File: config.mk
export PLATFORM = sky130hd
export DESIGN_NAME = soc_top
export DESIGN_NICKNAME = d
export VERILOG_FILES = /design/src/soc_bus_pkg.sv /design/src/soc_dev_pkg.sv /design/src/devtbl.sv /design/src/gpio_port.sv /design/src/pi1_decode.sv /design/src/pi1_result.sv /design/src/reset_seq.sv /design/src/soc_top.sv
export VERILOG_INCLUDE_DIRS = /design/src
export SDC_FILE = /design/constraint.sdc
export NUM_CORES = 1
export LEC_CHECK = 0
export BUFFER_PORTS_ARGS = -buffer_cell sky130_fd_sc_hd__buf_2
export CAP_MARGIN = 20
export CORE_ASPECT_RATIO = 0.8
export CORE_MARGIN = 3
export CORE_UTILIZATION = 35
export CTS_BUF_LIST = sky130_fd_sc_hd__clkbuf_8
export CTS_CLUSTER_SIZE = 12
export DETAILED_ROUTE_END_ITERATION = 10
export PLACE_DENSITY_LB_ADDON = 0.08
export SKIP_CTS_REPAIR_TIMING = 1
export SYNTH_ARGS = -nofsm -noshare
export SYNTH_HDL_FRONTEND = slang
export SYNTH_HIERARCHICAL = 1
export SYNTH_SLANG_ARGS = --single-unit
File: constraint.sdc
create_clock -name clk100mhz_i -period 5.6 [get_ports clk100mhz_i]
set_input_delay 0 -clock clk100mhz_i [delete_from_list [all_inputs] [get_ports clk100mhz_i]]
set_output_delay 0 -clock clk100mhz_i [all_outputs]
set_load 0.005 [all_outputs]
File: src/soc_params.svh
`ifndef SOC_PARAMS_SVH
`define SOC_PARAMS_SVH

// Bus widths.
`define ARCHBITSZ 32
`define ADDRBITSZ 30
`define SELBITSZ 4

// Number of GPIO pins.
`define GPIOCOUNT 16

// Reset counter width, all ones gives 15 cycles of held reset.
`define RST_CNTR_BITSZ 4

// Map sizes in words.
// Slaves are laid out back to back from address 0 in slave index order.
`define DEVTBL_MAPSZ 16
`define GPIO_MAPSZ 4
`define INVALIDDEV_MAPSZ 1024

// Device ids as reported by the device table.
`define DEVID_DEVTBL 7
`define DEVID_GPIO 6
`define DEVID_INVALID 0

// Device table word holding the two software reset bits.
`define DEVTBL_RSTREG_IDX 15

`endif

File: src/soc_bus_pkg.sv
`include "soc_params.svh"

package soc_bus_pkg;

	// PI1 operation codes.
	typedef enum logic [1:0] {
		PI1_NOP  = 2'b00,
		PI1_WR   = 2'b01,
		PI1_RD   = 2'b10,
		PI1_RDWR = 2'b11
	} pi1_op_e;

	// Word address, data and byte selects.
	typedef logic [`ADDRBITSZ-1:0] pi1_addr_t;
	typedef logic [`ARCHBITSZ-1:0] pi1_data_t;
	typedef logic [`SELBITSZ-1:0] pi1_sel_t;

	// Slave order matches the address map.
	typedef enum logic [1:0] {
		SLV_DEVTBL  = 2'd0,
		SLV_GPIO    = 2'd1,
		SLV_INVALID = 2'd2
	} slave_idx_e;

endpackage

File: src/soc_dev_pkg.sv
`include "soc_params.svh"

package soc_dev_pkg;

	// Software reset request, bit 0 and bit 1 of the reset register.
	typedef enum logic [1:0] {
		RST_NONE   = 2'b00,
		RST_PWROFF = 2'b01,
		RST_WARM   = 2'b10,
		RST_COLD   = 2'b11
	} rst_req_e;

	typedef logic [`GPIOCOUNT-1:0] gpio_word_t;

	// Three table words per slave.
	typedef enum logic [1:0] {
		FLD_ID      = 2'd0,
		FLD_MAPSZ   = 2'd1,
		FLD_USEINTR = 2'd2
	} devtbl_field_e;

endpackage

File: src/devtbl.sv
`timescale 1ns/1ps
`include "soc_params.svh"

module devtbl (
	input  logic                    clk100mhz_i,
	input  logic                    sys_rst_i,
	input  logic                    dec_valid_i,
	input  soc_bus_pkg::slave_idx_e dec_slave_i,
	input  soc_bus_pkg::pi1_op_e    dec_op_i,
	input  soc_bus_pkg::pi1_addr_t  dec_offset_i,
	input  soc_bus_pkg::pi1_data_t  dec_data_i,
	output soc_bus_pkg::pi1_data_t  rd_data_o,
	output soc_dev_pkg::rst_req_e   rst_bits_o
);

	localparam int SLVCNT = int'(soc_bus_pkg::SLV_INVALID) + 1;
	localparam int FLDCNT = int'(soc_dev_pkg::FLD_USEINTR) + 1;

	localparam soc_bus_pkg::pi1_addr_t RSTREG_OFS =
		soc_bus_pkg::pi1_addr_t'(`DEVTBL_RSTREG_IDX);

	// Per slave constants, in slave index order.
	localparam soc_bus_pkg::pi1_data_t DEV_ID [SLVCNT] =
		'{`DEVID_DEVTBL, `DEVID_GPIO, `DEVID_INVALID};
	localparam soc_bus_pkg::pi1_data_t DEV_MAPSZ [SLVCNT] =
		'{`DEVTBL_MAPSZ, `GPIO_MAPSZ, `INVALIDDEV_MAPSZ};
	// No interrupt controller, so these are fixed.
	localparam soc_bus_pkg::pi1_data_t DEV_USEINTR [SLVCNT] =
		'{0, 1, 0};

	logic sel_hit;
	logic wr_en;
	soc_bus_pkg::pi1_addr_t ent;
	soc_bus_pkg::pi1_data_t tbl_word;
	soc_dev_pkg::rst_req_e rst_q;

	assign sel_hit = dec_valid_i && (dec_slave_i == soc_bus_pkg::SLV_DEVTBL);
	assign wr_en = sel_hit && ((dec_op_i == soc_bus_pkg::PI1_WR) ||
		(dec_op_i == soc_bus_pkg::PI1_RDWR));

	// Word FLDCNT*i+field describes slave i.
	always_comb begin
		tbl_word = '0;
		ent = '0;
		for (int i = 0; i < SLVCNT; i++) begin
			ent = soc_bus_pkg::pi1_addr_t'(FLDCNT * i);
			if (dec_offset_i == ent + soc_bus_pkg::pi1_addr_t'(soc_dev_pkg::FLD_ID))
				tbl_word = DEV_ID[i];
			if (dec_offset_i == ent + soc_bus_pkg::pi1_addr_t'(soc_dev_pkg::FLD_MAPSZ))
				tbl_word = DEV_MAPSZ[i];
			if (dec_offset_i == ent + soc_bus_pkg::pi1_addr_t'(soc_dev_pkg::FLD_USEINTR))
				tbl_word = DEV_USEINTR[i];
		end
		if (dec_offset_i == RSTREG_OFS)
			tbl_word = soc_bus_pkg::pi1_data_t'(rst_q);
	end

	// Software reset bits, cleared by the reset they request.
	always_ff @(posedge clk100mhz_i) begin
		if (sys_rst_i) begin
			rst_q <= soc_dev_pkg::RST_NONE;
		end else if (wr_en && (dec_offset_i == RSTREG_OFS)) begin
			rst_q <= soc_dev_pkg::rst_req_e'(dec_data_i[1:0]);
		end
	end

	// Old contents are captured on the same edge as the write.
	always_ff @(posedge clk100mhz_i) begin
		if (sel_hit) begin
			rd_data_o <= tbl_word;
		end
	end

	assign rst_bits_o = rst_q;

endmodule

File: src/gpio_port.sv
`timescale 1ns/1ps
`include "soc_params.svh"

module gpio_port (
	input  logic                    clk100mhz_i,
	input  logic                    sys_rst_i,
	input  logic                    dec_valid_i,
	input  soc_bus_pkg::slave_idx_e dec_slave_i,
	input  soc_bus_pkg::pi1_op_e    dec_op_i,
	input  soc_bus_pkg::pi1_addr_t  dec_offset_i,
	input  soc_bus_pkg::pi1_data_t  dec_data_i,
	input  soc_bus_pkg::pi1_sel_t   dec_sel_i,
	input  soc_dev_pkg::gpio_word_t gp_i,
	output soc_bus_pkg::pi1_data_t  rd_data_o,
	output soc_dev_pkg::gpio_word_t gp_o
);

	localparam int GPIOBYTES = `GPIOCOUNT / 8;
	localparam soc_bus_pkg::pi1_addr_t OFS_OUT = soc_bus_pkg::pi1_addr_t'(0);
	localparam soc_bus_pkg::pi1_addr_t OFS_IN = soc_bus_pkg::pi1_addr_t'(1);

	logic sel_hit;
	logic wr_en;
	soc_dev_pkg::gpio_word_t gp_q;
	soc_dev_pkg::gpio_word_t gp_meta_q;
	soc_dev_pkg::gpio_word_t gp_in_q;
	soc_bus_pkg::pi1_data_t rd_word;

	assign sel_hit = dec_valid_i && (dec_slave_i == soc_bus_pkg::SLV_GPIO);
	assign wr_en = sel_hit && ((dec_op_i == soc_bus_pkg::PI1_WR) ||
		(dec_op_i == soc_bus_pkg::PI1_RDWR));

	// Output register, one byte per select bit.
	always_ff @(posedge clk100mhz_i) begin
		if (sys_rst_i) begin
			gp_q <= '0;
		end else if (wr_en && (dec_offset_i == OFS_OUT)) begin
			for (int b = 0; b < GPIOBYTES; b++) begin
				if (dec_sel_i[b])
					gp_q[8*b +: 8] <= dec_data_i[8*b +: 8];
			end
		end
	end

	// Two flop synchronizer for the pins.
	always_ff @(posedge clk100mhz_i) begin
		gp_meta_q <= gp_i;
		gp_in_q <= gp_meta_q;
	end

	// The input register is read only, offsets 2 and 3 read 0.
	always_comb begin
		case (dec_offset_i)
		OFS_OUT: rd_word = soc_bus_pkg::pi1_data_t'(gp_q);
		OFS_IN: rd_word = soc_bus_pkg::pi1_data_t'(gp_in_q);
		default: rd_word = '0;
		endcase
	end

	always_ff @(posedge clk100mhz_i) begin
		if (sel_hit) begin
			rd_data_o <= rd_word;
		end
	end

	assign gp_o = gp_q;

endmodule

File: src/pi1_decode.sv
`timescale 1ns/1ps
`include "soc_params.svh"

module pi1_decode (
	input  logic                    clk100mhz_i,
	input  logic                    sys_rst_i,
	input  soc_bus_pkg::pi1_op_e    pi1_op_i,
	input  soc_bus_pkg::pi1_addr_t  pi1_addr_i,
	input  soc_bus_pkg::pi1_data_t  pi1_data_i,
	input  soc_bus_pkg::pi1_sel_t   pi1_sel_i,
	input  logic                    resp_done_i,
	output logic                    pi1_rdy_o,
	output logic                    dec_valid_o,
	output soc_bus_pkg::slave_idx_e dec_slave_o,
	output soc_bus_pkg::pi1_op_e    dec_op_o,
	output soc_bus_pkg::pi1_addr_t  dec_offset_o,
	output soc_bus_pkg::pi1_data_t  dec_data_o,
	output soc_bus_pkg::pi1_sel_t   dec_sel_o
);

	typedef enum logic {
		ST_IDLE,
		ST_BUSY
	} dec_state_e;

	// Base of each slave from the cumulative map sizes.
	localparam soc_bus_pkg::pi1_addr_t GPIO_BASE =
		soc_bus_pkg::pi1_addr_t'(`DEVTBL_MAPSZ);
	localparam soc_bus_pkg::pi1_addr_t INVALID_BASE =
		soc_bus_pkg::pi1_addr_t'(`DEVTBL_MAPSZ + `GPIO_MAPSZ);

	dec_state_e state_q;
	logic rdy_q;
	logic accept;
	soc_bus_pkg::slave_idx_e slave_sel;
	soc_bus_pkg::pi1_addr_t offset_sel;

	assign pi1_rdy_o = rdy_q;
	assign accept = rdy_q && (pi1_op_i != soc_bus_pkg::PI1_NOP);

	// Anything past the GPIO window lands on the invalid device.
	always_comb begin
		if (pi1_addr_i < GPIO_BASE) begin
			slave_sel = soc_bus_pkg::SLV_DEVTBL;
			offset_sel = pi1_addr_i;
		end else if (pi1_addr_i < INVALID_BASE) begin
			slave_sel = soc_bus_pkg::SLV_GPIO;
			offset_sel = pi1_addr_i - GPIO_BASE;
		end else begin
			slave_sel = soc_bus_pkg::SLV_INVALID;
			offset_sel = pi1_addr_i - INVALID_BASE;
		end
	end

	// Ready comes back one cycle after reset and after each response.
	always_ff @(posedge clk100mhz_i) begin
		if (sys_rst_i) begin
			state_q <= ST_IDLE;
			rdy_q <= 1'b0;
			dec_valid_o <= 1'b0;
		end else begin
			dec_valid_o <= accept;
			case (state_q)
			ST_IDLE: begin
				rdy_q <= !accept;
				if (accept) begin
					state_q <= ST_BUSY;
				end
			end
			ST_BUSY: begin
				if (resp_done_i) begin
					state_q <= ST_IDLE;
					rdy_q <= 1'b1;
				end
			end
			endcase
		end
	end

	// Request payload, held for the devices.
	always_ff @(posedge clk100mhz_i) begin
		if (accept) begin
			dec_slave_o <= slave_sel;
			dec_op_o <= pi1_op_i;
			dec_offset_o <= offset_sel;
			dec_data_o <= pi1_data_i;
			dec_sel_o <= pi1_sel_i;
		end
	end

	// The master keeps the bus idle until ready returns.
	assert property (@(posedge clk100mhz_i) disable iff (sys_rst_i)
		!pi1_rdy_o |-> (pi1_op_i == soc_bus_pkg::PI1_NOP));

endmodule

File: src/pi1_result.sv
`timescale 1ns/1ps

module pi1_result (
	input  logic                    clk100mhz_i,
	input  logic                    sys_rst_i,
	input  logic                    dec_valid_i,
	input  soc_bus_pkg::slave_idx_e dec_slave_i,
	input  soc_bus_pkg::pi1_op_e    dec_op_i,
	input  soc_bus_pkg::pi1_data_t  devtbl_data_i,
	input  soc_bus_pkg::pi1_data_t  gpio_data_i,
	output soc_bus_pkg::pi1_data_t  pi1_data_o,
	output logic                    resp_done_o
);

	logic valid_q;
	soc_bus_pkg::slave_idx_e slave_q;
	soc_bus_pkg::pi1_op_e op_q;
	soc_bus_pkg::pi1_data_t resp_data;

	// Follows the devices by one cycle.
	always_ff @(posedge clk100mhz_i) begin
		if (sys_rst_i) begin
			valid_q <= 1'b0;
			resp_done_o <= 1'b0;
		end else begin
			valid_q <= dec_valid_i;
			resp_done_o <= valid_q;
		end
	end

	always_ff @(posedge clk100mhz_i) begin
		if (dec_valid_i) begin
			slave_q <= dec_slave_i;
			op_q <= dec_op_i;
		end
	end

	// The invalid device and plain writes answer 0.
	always_comb begin
		if (op_q == soc_bus_pkg::PI1_WR) begin
			resp_data = '0;
		end else begin
			case (slave_q)
			soc_bus_pkg::SLV_DEVTBL: resp_data = devtbl_data_i;
			soc_bus_pkg::SLV_GPIO: resp_data = gpio_data_i;
			default: resp_data = '0;
			endcase
		end
	end

	// Data holds until the next response.
	always_ff @(posedge clk100mhz_i) begin
		if (valid_q) begin
			pi1_data_o <= resp_data;
		end
	end

	// A new request only arrives once the previous one has been answered.
	assert property (@(posedge clk100mhz_i) disable iff (sys_rst_i)
		dec_valid_i |-> (!$past(dec_valid_i) && !$past(dec_valid_i, 2) &&
		!$past(dec_valid_i, 3)));

endmodule

File: src/reset_seq.sv
`timescale 1ns/1ps
`include "soc_params.svh"

module reset_seq (
	input  logic                  clk100mhz_i,
	input  logic                  rst_p,
	input  soc_dev_pkg::rst_req_e rst_bits_i,
	output logic                  sys_rst_o
);

	logic [`RST_CNTR_BITSZ-1:0] rst_cntr_q;
	logic pwroff_q;
	logic sw_reload;
	logic sw_pwroff;

	// Cold reset behaves as warm reset here.
	assign sw_reload = (rst_bits_i == soc_dev_pkg::RST_WARM) ||
		(rst_bits_i == soc_dev_pkg::RST_COLD);
	assign sw_pwroff = (rst_bits_i == soc_dev_pkg::RST_PWROFF);

	// Count down from all ones, reset is held while nonzero.
	always_ff @(posedge clk100mhz_i) begin
		if (rst_p || sw_reload) begin
			rst_cntr_q <= '1;
		end else if (|rst_cntr_q) begin
			rst_cntr_q <= rst_cntr_q - 1'b1;
		end
	end

	// Power-off is only left through the external reset.
	always_ff @(posedge clk100mhz_i) begin
		if (rst_p) begin
			pwroff_q <= 1'b0;
		end else if (sw_pwroff) begin
			pwroff_q <= 1'b1;
		end
	end

	assign sys_rst_o = pwroff_q || (|rst_cntr_q);

	// The device table drops its request once the reset it asked for is running.
	assert property (@(posedge clk100mhz_i)
		sys_rst_o |=> (rst_bits_i == soc_dev_pkg::RST_NONE));

endmodule

File: src/soc_top.sv
`timescale 1ns/1ps

module soc_top (
	input  logic                    clk100mhz_i,
	input  logic                    rst_p,
	input  soc_bus_pkg::pi1_op_e    pi1_op_i,
	input  soc_bus_pkg::pi1_addr_t  pi1_addr_i,
	input  soc_bus_pkg::pi1_data_t  pi1_data_i,
	input  soc_bus_pkg::pi1_sel_t   pi1_sel_i,
	input  soc_dev_pkg::gpio_word_t gp_i,
	output soc_bus_pkg::pi1_data_t  pi1_data_o,
	output logic                    pi1_rdy_o,
	output soc_dev_pkg::gpio_word_t gp_o,
	output logic                    sys_rst_o
);

	soc_dev_pkg::rst_req_e rst_bits;
	logic dec_valid;
	soc_bus_pkg::slave_idx_e dec_slave;
	soc_bus_pkg::pi1_op_e dec_op;
	soc_bus_pkg::pi1_addr_t dec_offset;
	soc_bus_pkg::pi1_data_t dec_data;
	soc_bus_pkg::pi1_sel_t dec_sel;
	soc_bus_pkg::pi1_data_t devtbl_data;
	soc_bus_pkg::pi1_data_t gpio_data;
	logic resp_done;

	// System reset also drives every block below.
	reset_seq reset_seq0 (
		.clk100mhz_i (clk100mhz_i),
		.rst_p       (rst_p),
		.rst_bits_i  (rst_bits),
		.sys_rst_o   (sys_rst_o)
	);

	pi1_decode pi1_decode0 (
		.clk100mhz_i  (clk100mhz_i),
		.sys_rst_i    (sys_rst_o),
		.pi1_op_i     (pi1_op_i),
		.pi1_addr_i   (pi1_addr_i),
		.pi1_data_i   (pi1_data_i),
		.pi1_sel_i    (pi1_sel_i),
		.resp_done_i  (resp_done),
		.pi1_rdy_o    (pi1_rdy_o),
		.dec_valid_o  (dec_valid),
		.dec_slave_o  (dec_slave),
		.dec_op_o     (dec_op),
		.dec_offset_o (dec_offset),
		.dec_data_o   (dec_data),
		.dec_sel_o    (dec_sel)
	);

	devtbl devtbl0 (
		.clk100mhz_i  (clk100mhz_i),
		.sys_rst_i    (sys_rst_o),
		.dec_valid_i  (dec_valid),
		.dec_slave_i  (dec_slave),
		.dec_op_i     (dec_op),
		.dec_offset_i (dec_offset),
		.dec_data_i   (dec_data),
		.rd_data_o    (devtbl_data),
		.rst_bits_o   (rst_bits)
	);

	gpio_port gpio_port0 (
		.clk100mhz_i  (clk100mhz_i),
		.sys_rst_i    (sys_rst_o),
		.dec_valid_i  (dec_valid),
		.dec_slave_i  (dec_slave),
		.dec_op_i     (dec_op),
		.dec_offset_i (dec_offset),
		.dec_data_i   (dec_data),
		.dec_sel_i    (dec_sel),
		.gp_i         (gp_i),
		.rd_data_o    (gpio_data),
		.gp_o         (gp_o)
	);

	pi1_result pi1_result0 (
		.clk100mhz_i   (clk100mhz_i),
		.sys_rst_i     (sys_rst_o),
		.dec_valid_i   (dec_valid),
		.dec_slave_i   (dec_slave),
		.dec_op_i      (dec_op),
		.devtbl_data_i (devtbl_data),
		.gpio_data_i   (gpio_data),
		.pi1_data_o    (pi1_data_o),
		.resp_done_o   (resp_done)
	);

endmodule

; Yosys cells after proc, flatten, opt, wreduce, memory -nomap -nowiden
; Cells that the tools add are included.
[word_totals]
ff_bits = 212
input_bits = 86
output_inout_bits = 50
word_cells = 93
[op_classes]
addsub = 3
magnitude_cmp = 2
eq_ne = 18
n_mux = 20
bitwise = 1
n_reduce_logical = 23
[op_table]
columns = op, count
row1 = $eq 30x3->1 const B, 4
row2 = $pmux 32 s2, 1
row3 = $eq 30x2->1 const B, 2
row4 = $eq 30x4->1 const B, 2
row5 = $lt 30x5->1 const B, 2
row6 = $mux 30, 2
row7 = $sub 30x5->30 const B, 2
row8 = $pmux 16 s2, 1
row9 = $eq 30x1->1 const B, 1
row10 = $logic_not 30->1, 1
row11 = $mux 5, 6
row12 = $mux 11, 1
row13 = $eq 2x1->1 const B, 5
row14 = $reduce_or 9->1, 1
row15 = $reduce_or 8->1, 1
row16 = $logic_and 1x1->1, 7
row17 = $eq 2x2->1 const B, 3
row18 = $mux 2, 3
row19 = $reduce_or 5->1, 1
row20 = $logic_not 2->1, 2
row21 = $logic_or 1x1->1, 4
row22 = $pmux 1 s2, 2
row23 = $reduce_and 2->1, 2
row24 = $reduce_or 4->1, 1
row25 = 8 further kinds, 10

; Longest topological paths before layout
; Gate-level depths: netlist of the first run.
[depth]
word_depth = 11
mapped_depth = 9
ltp_nobuf = 8

; Hierarchy
; The synthesis of the first run kept the hierarchy.
[modules_own_cells]
columns = module, n_inst, cells_per_inst, area_each_um2, seq_area_each_um2
row1 = pi1_decode, 1, 194, 3002.9, 2162.1
row2 = gpio_port, 1, 185, 2338.5, 1441.4
row3 = pi1_result, 1, 116, 1895.6, 1121.1
row4 = devtbl, 1, 75, 639.4, 190.2
row5 = reset_seq, 1, 28, 256.5, 100.1

; Least setup slack after synthesis of the first run
; No wires, ideal clock.
[synth_timing]
kind = flip-flop to flip-flop
startpoint = register pi1_decode0.rdy_q, in the netlist pi1_decode0/pi1_rdy_o
endpoint = register pi1_decode0.dec_data_o[0] (enable)
setup_time_ns = 0.424
arrival_time_ns = 1.886
required_time_ns = 5.176
path_slack_ns = 3.291
path_stages_with_launch = 3
path_buffers = 0
period_less_slack_ns = 2.309
cell_sequence = dfxtp_1 -> o21ai_0 -> inv_1
[synth_between]
elab_chain_cells = 1
[synth_lines]
columns = item, line_no
row1 = from (decl), pi1_decode.sv:33  ; logic rdy_q;
row2 = from (signal assigned), pi1_decode.sv:65  ; rdy_q <= !accept;
row3 = $logic_and 1x1->1, pi1_decode.sv:39  ; assign accept = rdy_q && (pi1_op_i != soc_bus_pkg::PI1_NOP);
row4 = named net pi1_decode0.accept, pi1_decode.sv:34  ; logic accept;
row5 = to (signal assigned), pi1_decode.sv:86  ; dec_data_o <= pi1_data_i;
row6 = to (decl), pi1_decode.sv:17  ; output soc_bus_pkg::pi1_data_t dec_data_o,
; The timed path passes the listed nets, and every way through them passes these cells.
; A chain may end at the register's enable or synchronous reset.

; Worst setup path in the final report of the first run
[layout_timing]
startpoint = input pi1_addr_i[14]
endpoint = register pi1_decode0.dec_offset_o[17], data pin
[layout_between]
elab_chain_cells = 3
word_cells_on_any_way = 6
classes_between = add/sub (2) / order compare (2) / mux (2)
[layout_lines]
columns = item, line_no
row1 = from (decl), soc_top.sv:7  ; input soc_bus_pkg::pi1_addr_t pi1_addr_i,
row2 = "$sub 30x5->30, or another cell as far along", pi1_decode.sv:51  ; offset_sel = pi1_addr_i - INVALID_BASE;
row3 = $mux 30, pi1_decode.sv:46  ; end else if (pi1_addr_i < INVALID_BASE) begin
row4 = $mux 30 *, pi1_decode.sv:43  ; if (pi1_addr_i < GPIO_BASE) begin
row5 = named net pi1_decode0.offset_sel[17], pi1_decode.sv:36  ; soc_bus_pkg::pi1_addr_t offset_sel;
row6 = to (signal assigned), pi1_decode.sv:85  ; dec_offset_o <= offset_sel;
row7 = to (decl), pi1_decode.sv:16  ; output soc_bus_pkg::pi1_addr_t dec_offset_o,
; The timed path passes the listed nets; every way through them passes the cells marked *.

==> results of run 1 <==
routing by layer:
| layer | up-vias | global-route usage | wire length, um |
|---|---|---|---|
| li1 | 2371 | - | - |
| met1 | 2134 | 0.185 | 7520 |
| met2 | 112 | 0.192 | 6640 |
| met3 | 11 | 0.0307 | 701 |
| met4 | 0 | 0.0446 | 179 |
| met5 | - | 0 | 0 |
area by class of cell:
cell class | count | area, sq um | area share
clock buffers | 19 | 262 | 0.0280
well taps | 269 | 337 | 0.0361
inverters | 12 | 45.0 | 0.00483
flip-flops and latches | 169 | 4470 | 0.480
multi-input cells | 376 | 2750 | 0.294
repair buffers | 189 | 1320 | 0.142
clock inverters | 13 | 141 | 0.0152
state kept, by name, summed over array words and instances (netlist names), 2 cells and up:
| signal | flops |
|---|---|
| pi1_decode0/dec_slave_o | 2 |
| pi1_result0/op_q | 2 |
| pi1_decode0/dec_data_o | 16 |
| pi1_decode0/dec_op_o | 2 |
| devtbl0/rd_data_o | 5 |
| pi1_decode0/dec_sel_o | 2 |
| pi1_result0/pi1_data_o | 32 |
| gpio_port0/gp_in_q | 16 |
| pi1_result0/slave_q | 2 |
| gpio_port0/gp_meta_q | 16 |
| devtbl0/rst_bits_o | 2 |
| gpio_port0/rd_data_o | 16 |
| reset_seq0/rst_cntr_q | 4 |
| pi1_decode0/dec_offset_o | 30 |
| gpio_port0/gp_o | 16 |
layout by cell type (no fill, tap or decap), types with 6 or more instances in the layout:
master and count:
buf_2 117, edfxtp_1 109, mux2i_1 70, dlygate4sd3_1 65, dfxtp_1 60, nor2_1 47
conb_1 43, nand2b_1 41, nor3_2 30, clkbuf_8 19, nand2_1 16, nor4_1 15
nor3_1 14, xnor2_1 13, inv_1 11, xor2_1 10, nor4_4 6
worst max-delay path by stage:
stage	end	slack (ps)	cells after the start	start
after global placement	gpio_port0/gp_o[4]	3120	4	pi1_decode0/dec_valid_o
after floorplan	gpio_port0/gp_o[0]	3610	4	pi1_decode0/dec_slave_o[1]
after global routing	gpio_port0/gp_o[13]	2870	4	pi1_decode0/dec_valid_o
final	pi1_decode0/dec_offset_o[17]	3050	8	pi1_addr_i[14]
after CTS	sys_rst_o	2810	5	reset_seq0/rst_cntr_q[0]
after detailed placement	gpio_port0/gp_o[13]	3030	4	pi1_decode0/dec_valid_o
metrics by stage:
stage	hold slack (ps)	total power, uW	instances	util
3_5_place_dp	104	1450	948	0.392
5_1_grt	17.7	2430	1047	0.444
3_3_place_gp	103	1450	948	0.392
4_1_cts	-386	2320	980	0.411
6_report	23.2	2320	1047	0.444
2_1_floorplan	27.7	1430	621	-
tightest hold or removal path, cell delays in order:
cell,delay [ps]
buf_2,100
inv_1,70
xnor2_1,180
power breakdown:
part / total (uW) / leakage, uW / switching (uW) / internal, uW
combinational: 120 / 0.00172 / 51.7 / 68.3
clock: 864 / 0.000208 / 439 / 425
sequential: 1340 / 0.00154 / 4.91 / 1330
total: 2320 / 0.00347 / 495 / 1820
==> impl_metrics.json, run 1 <==
{
  "slew_viol_final": 0,
  "slew_headroom": 0.459,
  "drtIter0Drc": 171,
  "grt.total_usage": 0.129,
  "clock_sinks": 169,
  "drv_cap": 0,
  "cp_data_required_time_ps": 5770,
  "cts_buffer_depth": 2,
  "clk_pin_slew_worst_paths_ps": 80,
  "hold_end": "pi1_decode0/dec_offset_o[4]",
  "setup_viol_count_final": 0,
  "area_delta_synth_final_pct": 22.8,
  "cts-root-buf": "clkbuf_8",
  "ios": 136,
  "powerDensity_nw_per_um2": 249,
  "grt_first_pass_wirelength_um": 23400,
  "syn_area_sq_um": 7590,
  "critPathMaxStageDelay_ps": 560,
  "port_buffers": 117,
  "ff2ff_path_depth": 4,
  "fp-row-count": 47,
  "r2r_slack_ps": 3080,
  "crit_slowest_cell": "a211oi_2",
  "synth_area_per_cell_sq_um": 13.1,
  "cp-start-kind": "input port",
  "viasPerCell": 4.42,
  "tns_ps": 0,
  "syn-instance-count": 580,
  "grt_antenna_before_repair": 0,
  "grt_setup_unrepaired": "no",
  "critPathKind": "in2reg",
  "hold_viol": 0,
  "worst_slack_ps": 3050,
  "core-area_sq_um": 21000,
  "drc": 0,
  "routed_wl_um": 15000,
  "drive_above_1_share": 0.265,
  "hold_class": "in2reg",
  "via_count": 4628,
  "cp.arrival_ps": 2720,
  "grt_max_degree": 53,
  "crit_path_end_kind": "register",
  "cts_tree": "built",
  "cp_num_buf_inv": 2,
  "leakage_uw": 0.00347,
  "path_max_fanout": 9,
  "antenna_cells": 0,
  "die_area_sq_um": 23500,
  "peakVddDrop_uv": 115,
  "status": "completed",
  "worstMarginPinSlew_ps": 809,
  "start_util": 0.362,
  "clk_latency_ps": 440,
  "dpl_cell_area_sq_um": 8220,
  "grt_pass1_vias": 4430,
  "hp-start": "pi1_addr_i[4]",
  "post-place-ws_ps": 3030,
  "place_congestion": 0.833,
  "drt-pass1-iter-count": 4,
  "die_x_um": 171,
  "n_fill_cell": 1989,
  "fin_skew_ps": 10.8,
  "htree_num_levels": 4,
  "die_height_um": 138,
  "design_area_sq_um": 9330,
  "ys_warn_count": 6,
  "cts_buffers": 17,
  "crit_family": "compound AO/OA/AOI/OAI gates",
  "period_share": 0.455,
  "final_nets": 856,
  "ant_nets": 0,
  "whs_path_depth": 3,
  "overflow": 0,
  "reg2reg_from": "pi1_decode0/dec_valid_o",
  "max_freq_ghz": 0.392,
  "dp_hpwl_um": 11000,
  "wl_per_cell_um": 14.4,
  "path_cells": "dlygate4sd3_1 -> buf_2 -> nor4_1 -> nand2_1 -> a211oi_2 -> o21ba_1 -> nor4b_2 -> xor2_1",
  "timing.rr.end": "gpio_port0/gp_o[13]",
  "period_needed_ps": 2550
}
Power figures use the tool's default switching activity.
==> run 2: changes to the inputs <==
--- a/config.mk
+++ b/config.mk
@@ -6,6 +6,7 @@
 export SDC_FILE = /design/constraint.sdc
 export NUM_CORES = 1
 export LEC_CHECK = 0
+export ABC_AREA = 1
 export BUFFER_PORTS_ARGS = -buffer_cell sky130_fd_sc_hd__buf_2
 export CAP_MARGIN = 20
 export CORE_ASPECT_RATIO = 0.8
==> constraint.sdc (replaced) <==
create_clock -name clk100mhz_i -period 2.4 [get_ports clk100mhz_i]
set_input_delay 0 -clock clk100mhz_i [delete_from_list [all_inputs] [get_ports clk100mhz_i]]
set_output_delay 0 -clock clk100mhz_i [all_outputs]
set_load 0.005 [all_outputs]
==> impl_metrics.json, run 2 <==
{
  "crit_family": "buffers and inverters",
  "die_area_sq_um": 25200,
  "synth_area_per_cell_sq_um": 8.89,
  "path_max_fanout": 13,
  "via_count": 6009,
  "htree_num_levels": 4,
  "path_cells": "dlygate4sd3_1 -> buf_2 -> inv_1 -> ha_1 -> inv_1 -> nand2_1 -> nand2_1 -> inv_1 -> nand2_4 -> inv_1 -> nand2_2 -> nand2_1 -> nand2_1 -> nor2_1 -> nand2_1 -> nand2_1",
  "area_delta_synth_final_pct": 19.4,
  "largest_reg_flops": 32,
  "cp_num_buf_inv": 6,
  "die_height_um": 142,
  "netSwitchingFraction": 0.237,
  "max_freq_ghz": 0.496,
  "multiInputGateArea_sq_um": 2860,
  "drtIter0Drc": 401,
  "cp_data_required_time_ps": 2600,
  "leakage_uw": 0.00418,
  "grt.total_usage": 0.151,
  "worstMarginPinSlew_ps": 763,
  "fp-row-count": 49,
  "final_nets": 1177,
  "syn_area_sq_um": 8150,
  "slew_viol_final": 0,
  "cts_buffers": 17,
  "fin_skew_ps": 22.0,
  "overflow": 0,
  "grt_first_pass_wirelength_um": 29600,
  "powerDensity_nw_per_um2": 551,
  "regMostFlops": "pi1_result0/pi1_data_o",
  "die_x_um": 177,
  "setup_viol_count_final": 0,
  "period_needed_ps": 2010,
  "design_area_sq_um": 9730,
  "reg_top3": "pi1_result0/pi1_data_o: 32 flops, pi1_decode0/dec_offset_o: 30 flops",
  "p_switching_uw": 1270,
  "dpl_cell_area_sq_um": 8830,
  "critPathMaxStageDelay_ps": 520,
  "cts_buffer_depth": 2,
  "grt_antenna_before_repair": 0,
  "period_share": 0.839,
  "routed_wl_um": 18600,
  "pwr-share-clk": 0.367,
  "cp.arrival_ps": 2220,
  "critPathKind": "in2reg",
  "clk_latency_ps": 460,
  "hold_class": "in2reg",
  "syn-instance-count": 916,
  "ant_nets": 0,
  "crit_path_end_kind": "register",
  "combinationalPowerShare": 0.051,
  "clk_pin_slew_worst_paths_ps": 90,
  "critPathMostFrequentCell": "nand2_1",
  "seq_power_share": 0.581,
  "peakVddDrop_uv": 239,
  "cts-root-buf": "clkbuf_8",
  "grt_max_degree": 53,
  "status": "completed",
  "clock_sinks": 169,
  "cts_tree": "built",
  "crit_slowest_cell": "dlygate4sd3_1",
  "slew_headroom": 0.491,
  "wl_per_cell_um": 13.3,
  "hold_ws_ps": 2.62,
  "place_congestion": 0.874,
  "grt_setup_unrepaired": "no",
  "viasPerCell": 4.28,
  "start_util": 0.359,
  "n_fill_cell": 2323,
  "cp-start-kind": "input port",
  "p_int_uw": 4080,
  "layout_common_cells": "nand2_1 (205), inv_1 (118), buf_2 (117)",
  "drv_cap": 0,
  "tns_ps": 0,
  "core-area_sq_um": 22700,
  "regArea_sq_um": 4470,
  "dp_hpwl_um": 13400,
  "hold_viol": 0,
  "drive_above_1_share": 0.189,
  "drt-pass1-iter-count": 5,
  "drc": 0,
  "ios": 136,
  "port_buffers": 117,
  "ys_warn_count": 6,
  "grt_pass1_vias": 5472,
  "antenna_cells": 0,
  "final_common_cell": "nand2_1"
}
==> run 2: worst min-delay path, stage by stage <==
cell and delay, ps:
buf_2 110, xnor2_1 130, nand2_1 60, inv_1 40
==> run 2: power by group through the flow <==
stage / Sequential (uW) / Clock, uW / Combinational [uW]
2_1_floorplan: 3180 / 0 / 154
3_3_place_gp: 3180 / 0 / 206
3_5_place_dp: 3180 / 0 / 206
4_1_cts: 3110 / 2040 / 207
5_1_grt: 3120 / 2170 / 312
6_report: 3110 / 1970 / 276
==> run 2: layout make-up <==
cell class	count	share of cell area
clock buffer	17	0.0241
clock inverter	15	0.0145
inverter	121	0.0467
multi-input combinational	599	0.294
sequential	169	0.460
tap	306	0.0394
timing repair buffer	178	0.122
==> run 2: layer usage <==
| metal | share of wire | global-route usage | vias to the layer above | wire [um] |
|---|---|---|---|---|
| li1 | - | - | 3214 | - |
| met1 | 0.52 | 0.230 | 2660 | 9650 |
| met2 | 0.43 | 0.218 | 127 | 7940 |
| met3 | 0.049 | 0.0368 | 8 | 911 |
| met4 | 0.0064 | 0.0318 | 0 | 119 |
| met5 | 0 | 0 | - | 0 |
==> run 2: per-stage QoR <==
| stage | utilization | power [uW] | setup WS [ps] | std cells |
|---|---|---|---|---|
| floorplan | - | 3330 | 484 | 957 |
| global placement | 0.389 | 3390 | 509 | 1321 |
| detailed placement | 0.389 | 3390 | 509 | 1321 |
| CTS | 0.406 | 5360 | 498 | 1353 |
| global route | 0.429 | 5600 | 217 | 1405 |
| finish | 0.429 | 5360 | 385 | 1405 |
==> run 2: path summary, 6_finish.rpt <==
check / slack [ps] / endpoint / start / cells past startpoint
worst min-delay path: 3 / pi1_decode0/dec_offset_o[12] / pi1_addr_i[12] / 4
worst max register to register: 530 / gpio_port0/gp_o[5] / pi1_decode0/dec_offset_o[1] / 9
worst min register to register: 330 / gpio_port0/gp_in_q[8] / gpio_port0/gp_meta_q[8] / 0
worst max-delay path: 390 / pi1_decode0/dec_offset_o[27] / pi1_addr_i[2] / 16
==> run 3: changes to the inputs <==
--- a/config.mk
+++ b/config.mk
@@ -6,7 +6,7 @@
 export SDC_FILE = /design/constraint.sdc
 export NUM_CORES = 1
 export LEC_CHECK = 0
-export ABC_AREA = 1
+export ABC_AREA = 0
 export BUFFER_PORTS_ARGS = -buffer_cell sky130_fd_sc_hd__buf_2
 export CAP_MARGIN = 20
 export CORE_ASPECT_RATIO = 0.8
==> constraint.sdc (replaced) <==
create_clock -name clk100mhz_i -period 2.1 [get_ports clk100mhz_i]
set_input_delay 0 -clock clk100mhz_i [delete_from_list [all_inputs] [get_ports clk100mhz_i]]
set_output_delay 0 -clock clk100mhz_i [all_outputs]
set_load 0.005 [all_outputs]
==> impl_metrics.json, run 3 (synthesized netlist as in run 1, its figures left out) <==
{
  "cts-root-buf": "clkbuf_8",
  "period_needed_ps": 2040,
  "clk_latency_ps": 450,
  "dp_hpwl_um": 11100,
  "via_count": 4722,
  "fin_skew_ps": 11.5,
  "cts_buffers": 17,
  "grt_pass1_vias": 4385,
  "clk_pin_slew_worst_paths_ps": 80,
  "die_x_um": 171,
  "worstMarginPinSlew_ps": 594,
  "max_freq_ghz": 0.491,
  "p_int_uw": 4550,
  "netSwitchingFraction": 0.226,
  "crit_family": "simple AND/OR/NAND/NOR gates",
  "drive_above_1_share": 0.285,
  "area_delta_synth_final_pct": 24.1,
  "drtIter0Drc": 293,
  "grt_max_degree": 53,
  "powerDensity_nw_per_um2": 624,
  "r2r_slack_ps": 190,
  "p_switching_uw": 1330,
  "hold_class": "in2reg",
  "seq_power_share": 0.606,
  "n_fill_cell": 1931,
  "reg_top3": "pi1_result0/pi1_data_o: 32 flops, pi1_decode0/dec_offset_o: 30 flops",
  "clock_sinks": 169,
  "overflow": 0,
  "wl_per_cell_um": 14.3,
  "antenna_cells": 0,
  "cp.arrival_ps": 2230,
  "critPathMaxStageDelay_ps": 520,
  "crit_path_end_kind": "register",
  "pwr-share-clk": 0.338,
  "core-area_sq_um": 21000,
  "period_share": 0.970,
  "tns_ps": 0,
  "regArea_sq_um": 4470,
  "leakage_uw": 0.00354,
  "cts_buffer_depth": 2,
  "largest_reg_flops": 32,
  "multiInputGateArea_sq_um": 2750,
  "grt_first_pass_wirelength_um": 22900,
  "fp-row-count": 47,
  "die_height_um": 138,
  "cp_data_required_time_ps": 2300,
  "start_util": 0.362,
  "drv_cap": 0,
  "drt-pass1-iter-count": 5,
  "viasPerCell": 4.42,
  "grt.total_usage": 0.126,
  "cp_num_buf_inv": 2,
  "setup_viol_count_final": 0,
  "slew_headroom": 0.603,
  "crit_slowest_cell": "dlygate4sd3_1",
  "layout_common_cells": "buf_2 (117), edfxtp_1 (109), mux2i_1 (70)",
  "die_area_sq_um": 23500,
  "combinationalPowerShare": 0.056,
  "design_area_sq_um": 9420,
  "drc": 0,
  "status": "completed",
  "fin_util": 0.449,
  "routed_wl_um": 15300,
  "peakVddDrop_uv": 301,
  "final_nets": 878,
  "cp-start-kind": "input port",
  "regMostFlops": "pi1_result0/pi1_data_o",
  "path_cells": "dlygate4sd3_1 -> buf_2 -> nor2_1 -> nand4_4 -> nor3_1 -> mux2i_1 -> nand4b_1 -> mux2_1",
  "port_buffers": 117,
  "ios": 136,
  "cts_tree": "built",
  "final_common_cell": "buf_2",
  "htree_num_levels": 4,
  "place_congestion": 0.879,
  "ant_nets": 0,
  "grt_antenna_before_repair": 0,
  "path_max_fanout": 7,
  "critPathKind": "in2reg",
  "grt_setup_unrepaired": "no",
  "hold_viol": 0,
  "dpl_cell_area_sq_um": 8430,
  "slew_viol_final": 0
}
==> run 3: cell types whose count changed in the layout (fill, tap and decap cells not counted), moves of 26 or more <==
cell	delta
nand4_1	-26
nand3_1	-72
nor3_2	+29
inv_1	-106
nand2b_1	+41
nand2_1	-190
nor2_1	-66
a21oi_1	-43
mux2i_1	+70
==> run 3: per-stage QoR <==
step                std cells  total power [uW]  worst slack (ps)  hold WS (ps)
floorplan                 621              3800               110          27.7
global placement          972              3870              63.1           103
detailed placement        972              3870              20.5           104
CTS                      1004              5870               135          -395
global route             1069              6140              6.13          13.1
finish                   1069              5880              63.2          3.94
==> run 3: path summary, 6_finish.rpt <==
| check | startpoint | endpoint | depth (start not counted) |
|---|---|---|---|
| worst min-delay path | pi1_addr_i[25] | pi1_decode0/dec_offset_o[25] | 3 |
| worst min register to register | gpio_port0/gp_meta_q[7] | gpio_port0/gp_in_q[7] | 0 |
| worst max register to register | pi1_decode0/dec_offset_o[19] | gpio_port0/rd_data_o[2] | 4 |
| worst max-delay path | pi1_addr_i[26] | pi1_decode0/dec_offset_o[25] | 8 |
==> run 3: power groups by stage <==
| stage | Combinational [uW] | Clock (uW) | Sequential [uW] |
|---|---|---|---|
| after floorplan | 166 | 0 | 3630 |
| after detailed placement | 231 | 0 | 3640 |
| after global routing | 365 | 2210 | 3560 |
| after global placement | 229 | 0 | 3640 |
| final | 329 | 1990 | 3560 |
| after CTS | 232 | 2080 | 3560 |
==> run 3: worst register-to-register path: stages (launching register included) <==
cell,delay (ps)
edfxtp_1,420
nor4_1,320
nand4_1,280
or2_1,520
nor2_1,220
==> run 3: layer usage <==
layer	share of wire	wire, um	up-vias	GRT usage
li1	-	-	2417	-
met1	0.50	7670	2186	0.182
met2	0.44	6770	108	0.184
met3	0.046	709	11	0.0370
met4	0.0091	139	0	0.0383
met5	0	0	-	0
==> run 3: area by class of cell <==
class / instances / share of cell area
Sequential cell: 169 / 0.475
Clock buffer: 17 / 0.0248
Timing Repair Buffer: 211 / 0.157
Inverter: 12 / 0.00478
Clock inverter: 15 / 0.0110
Multi-Input combinational cell: 376 / 0.292
Tap cell: 269 / 0.0357
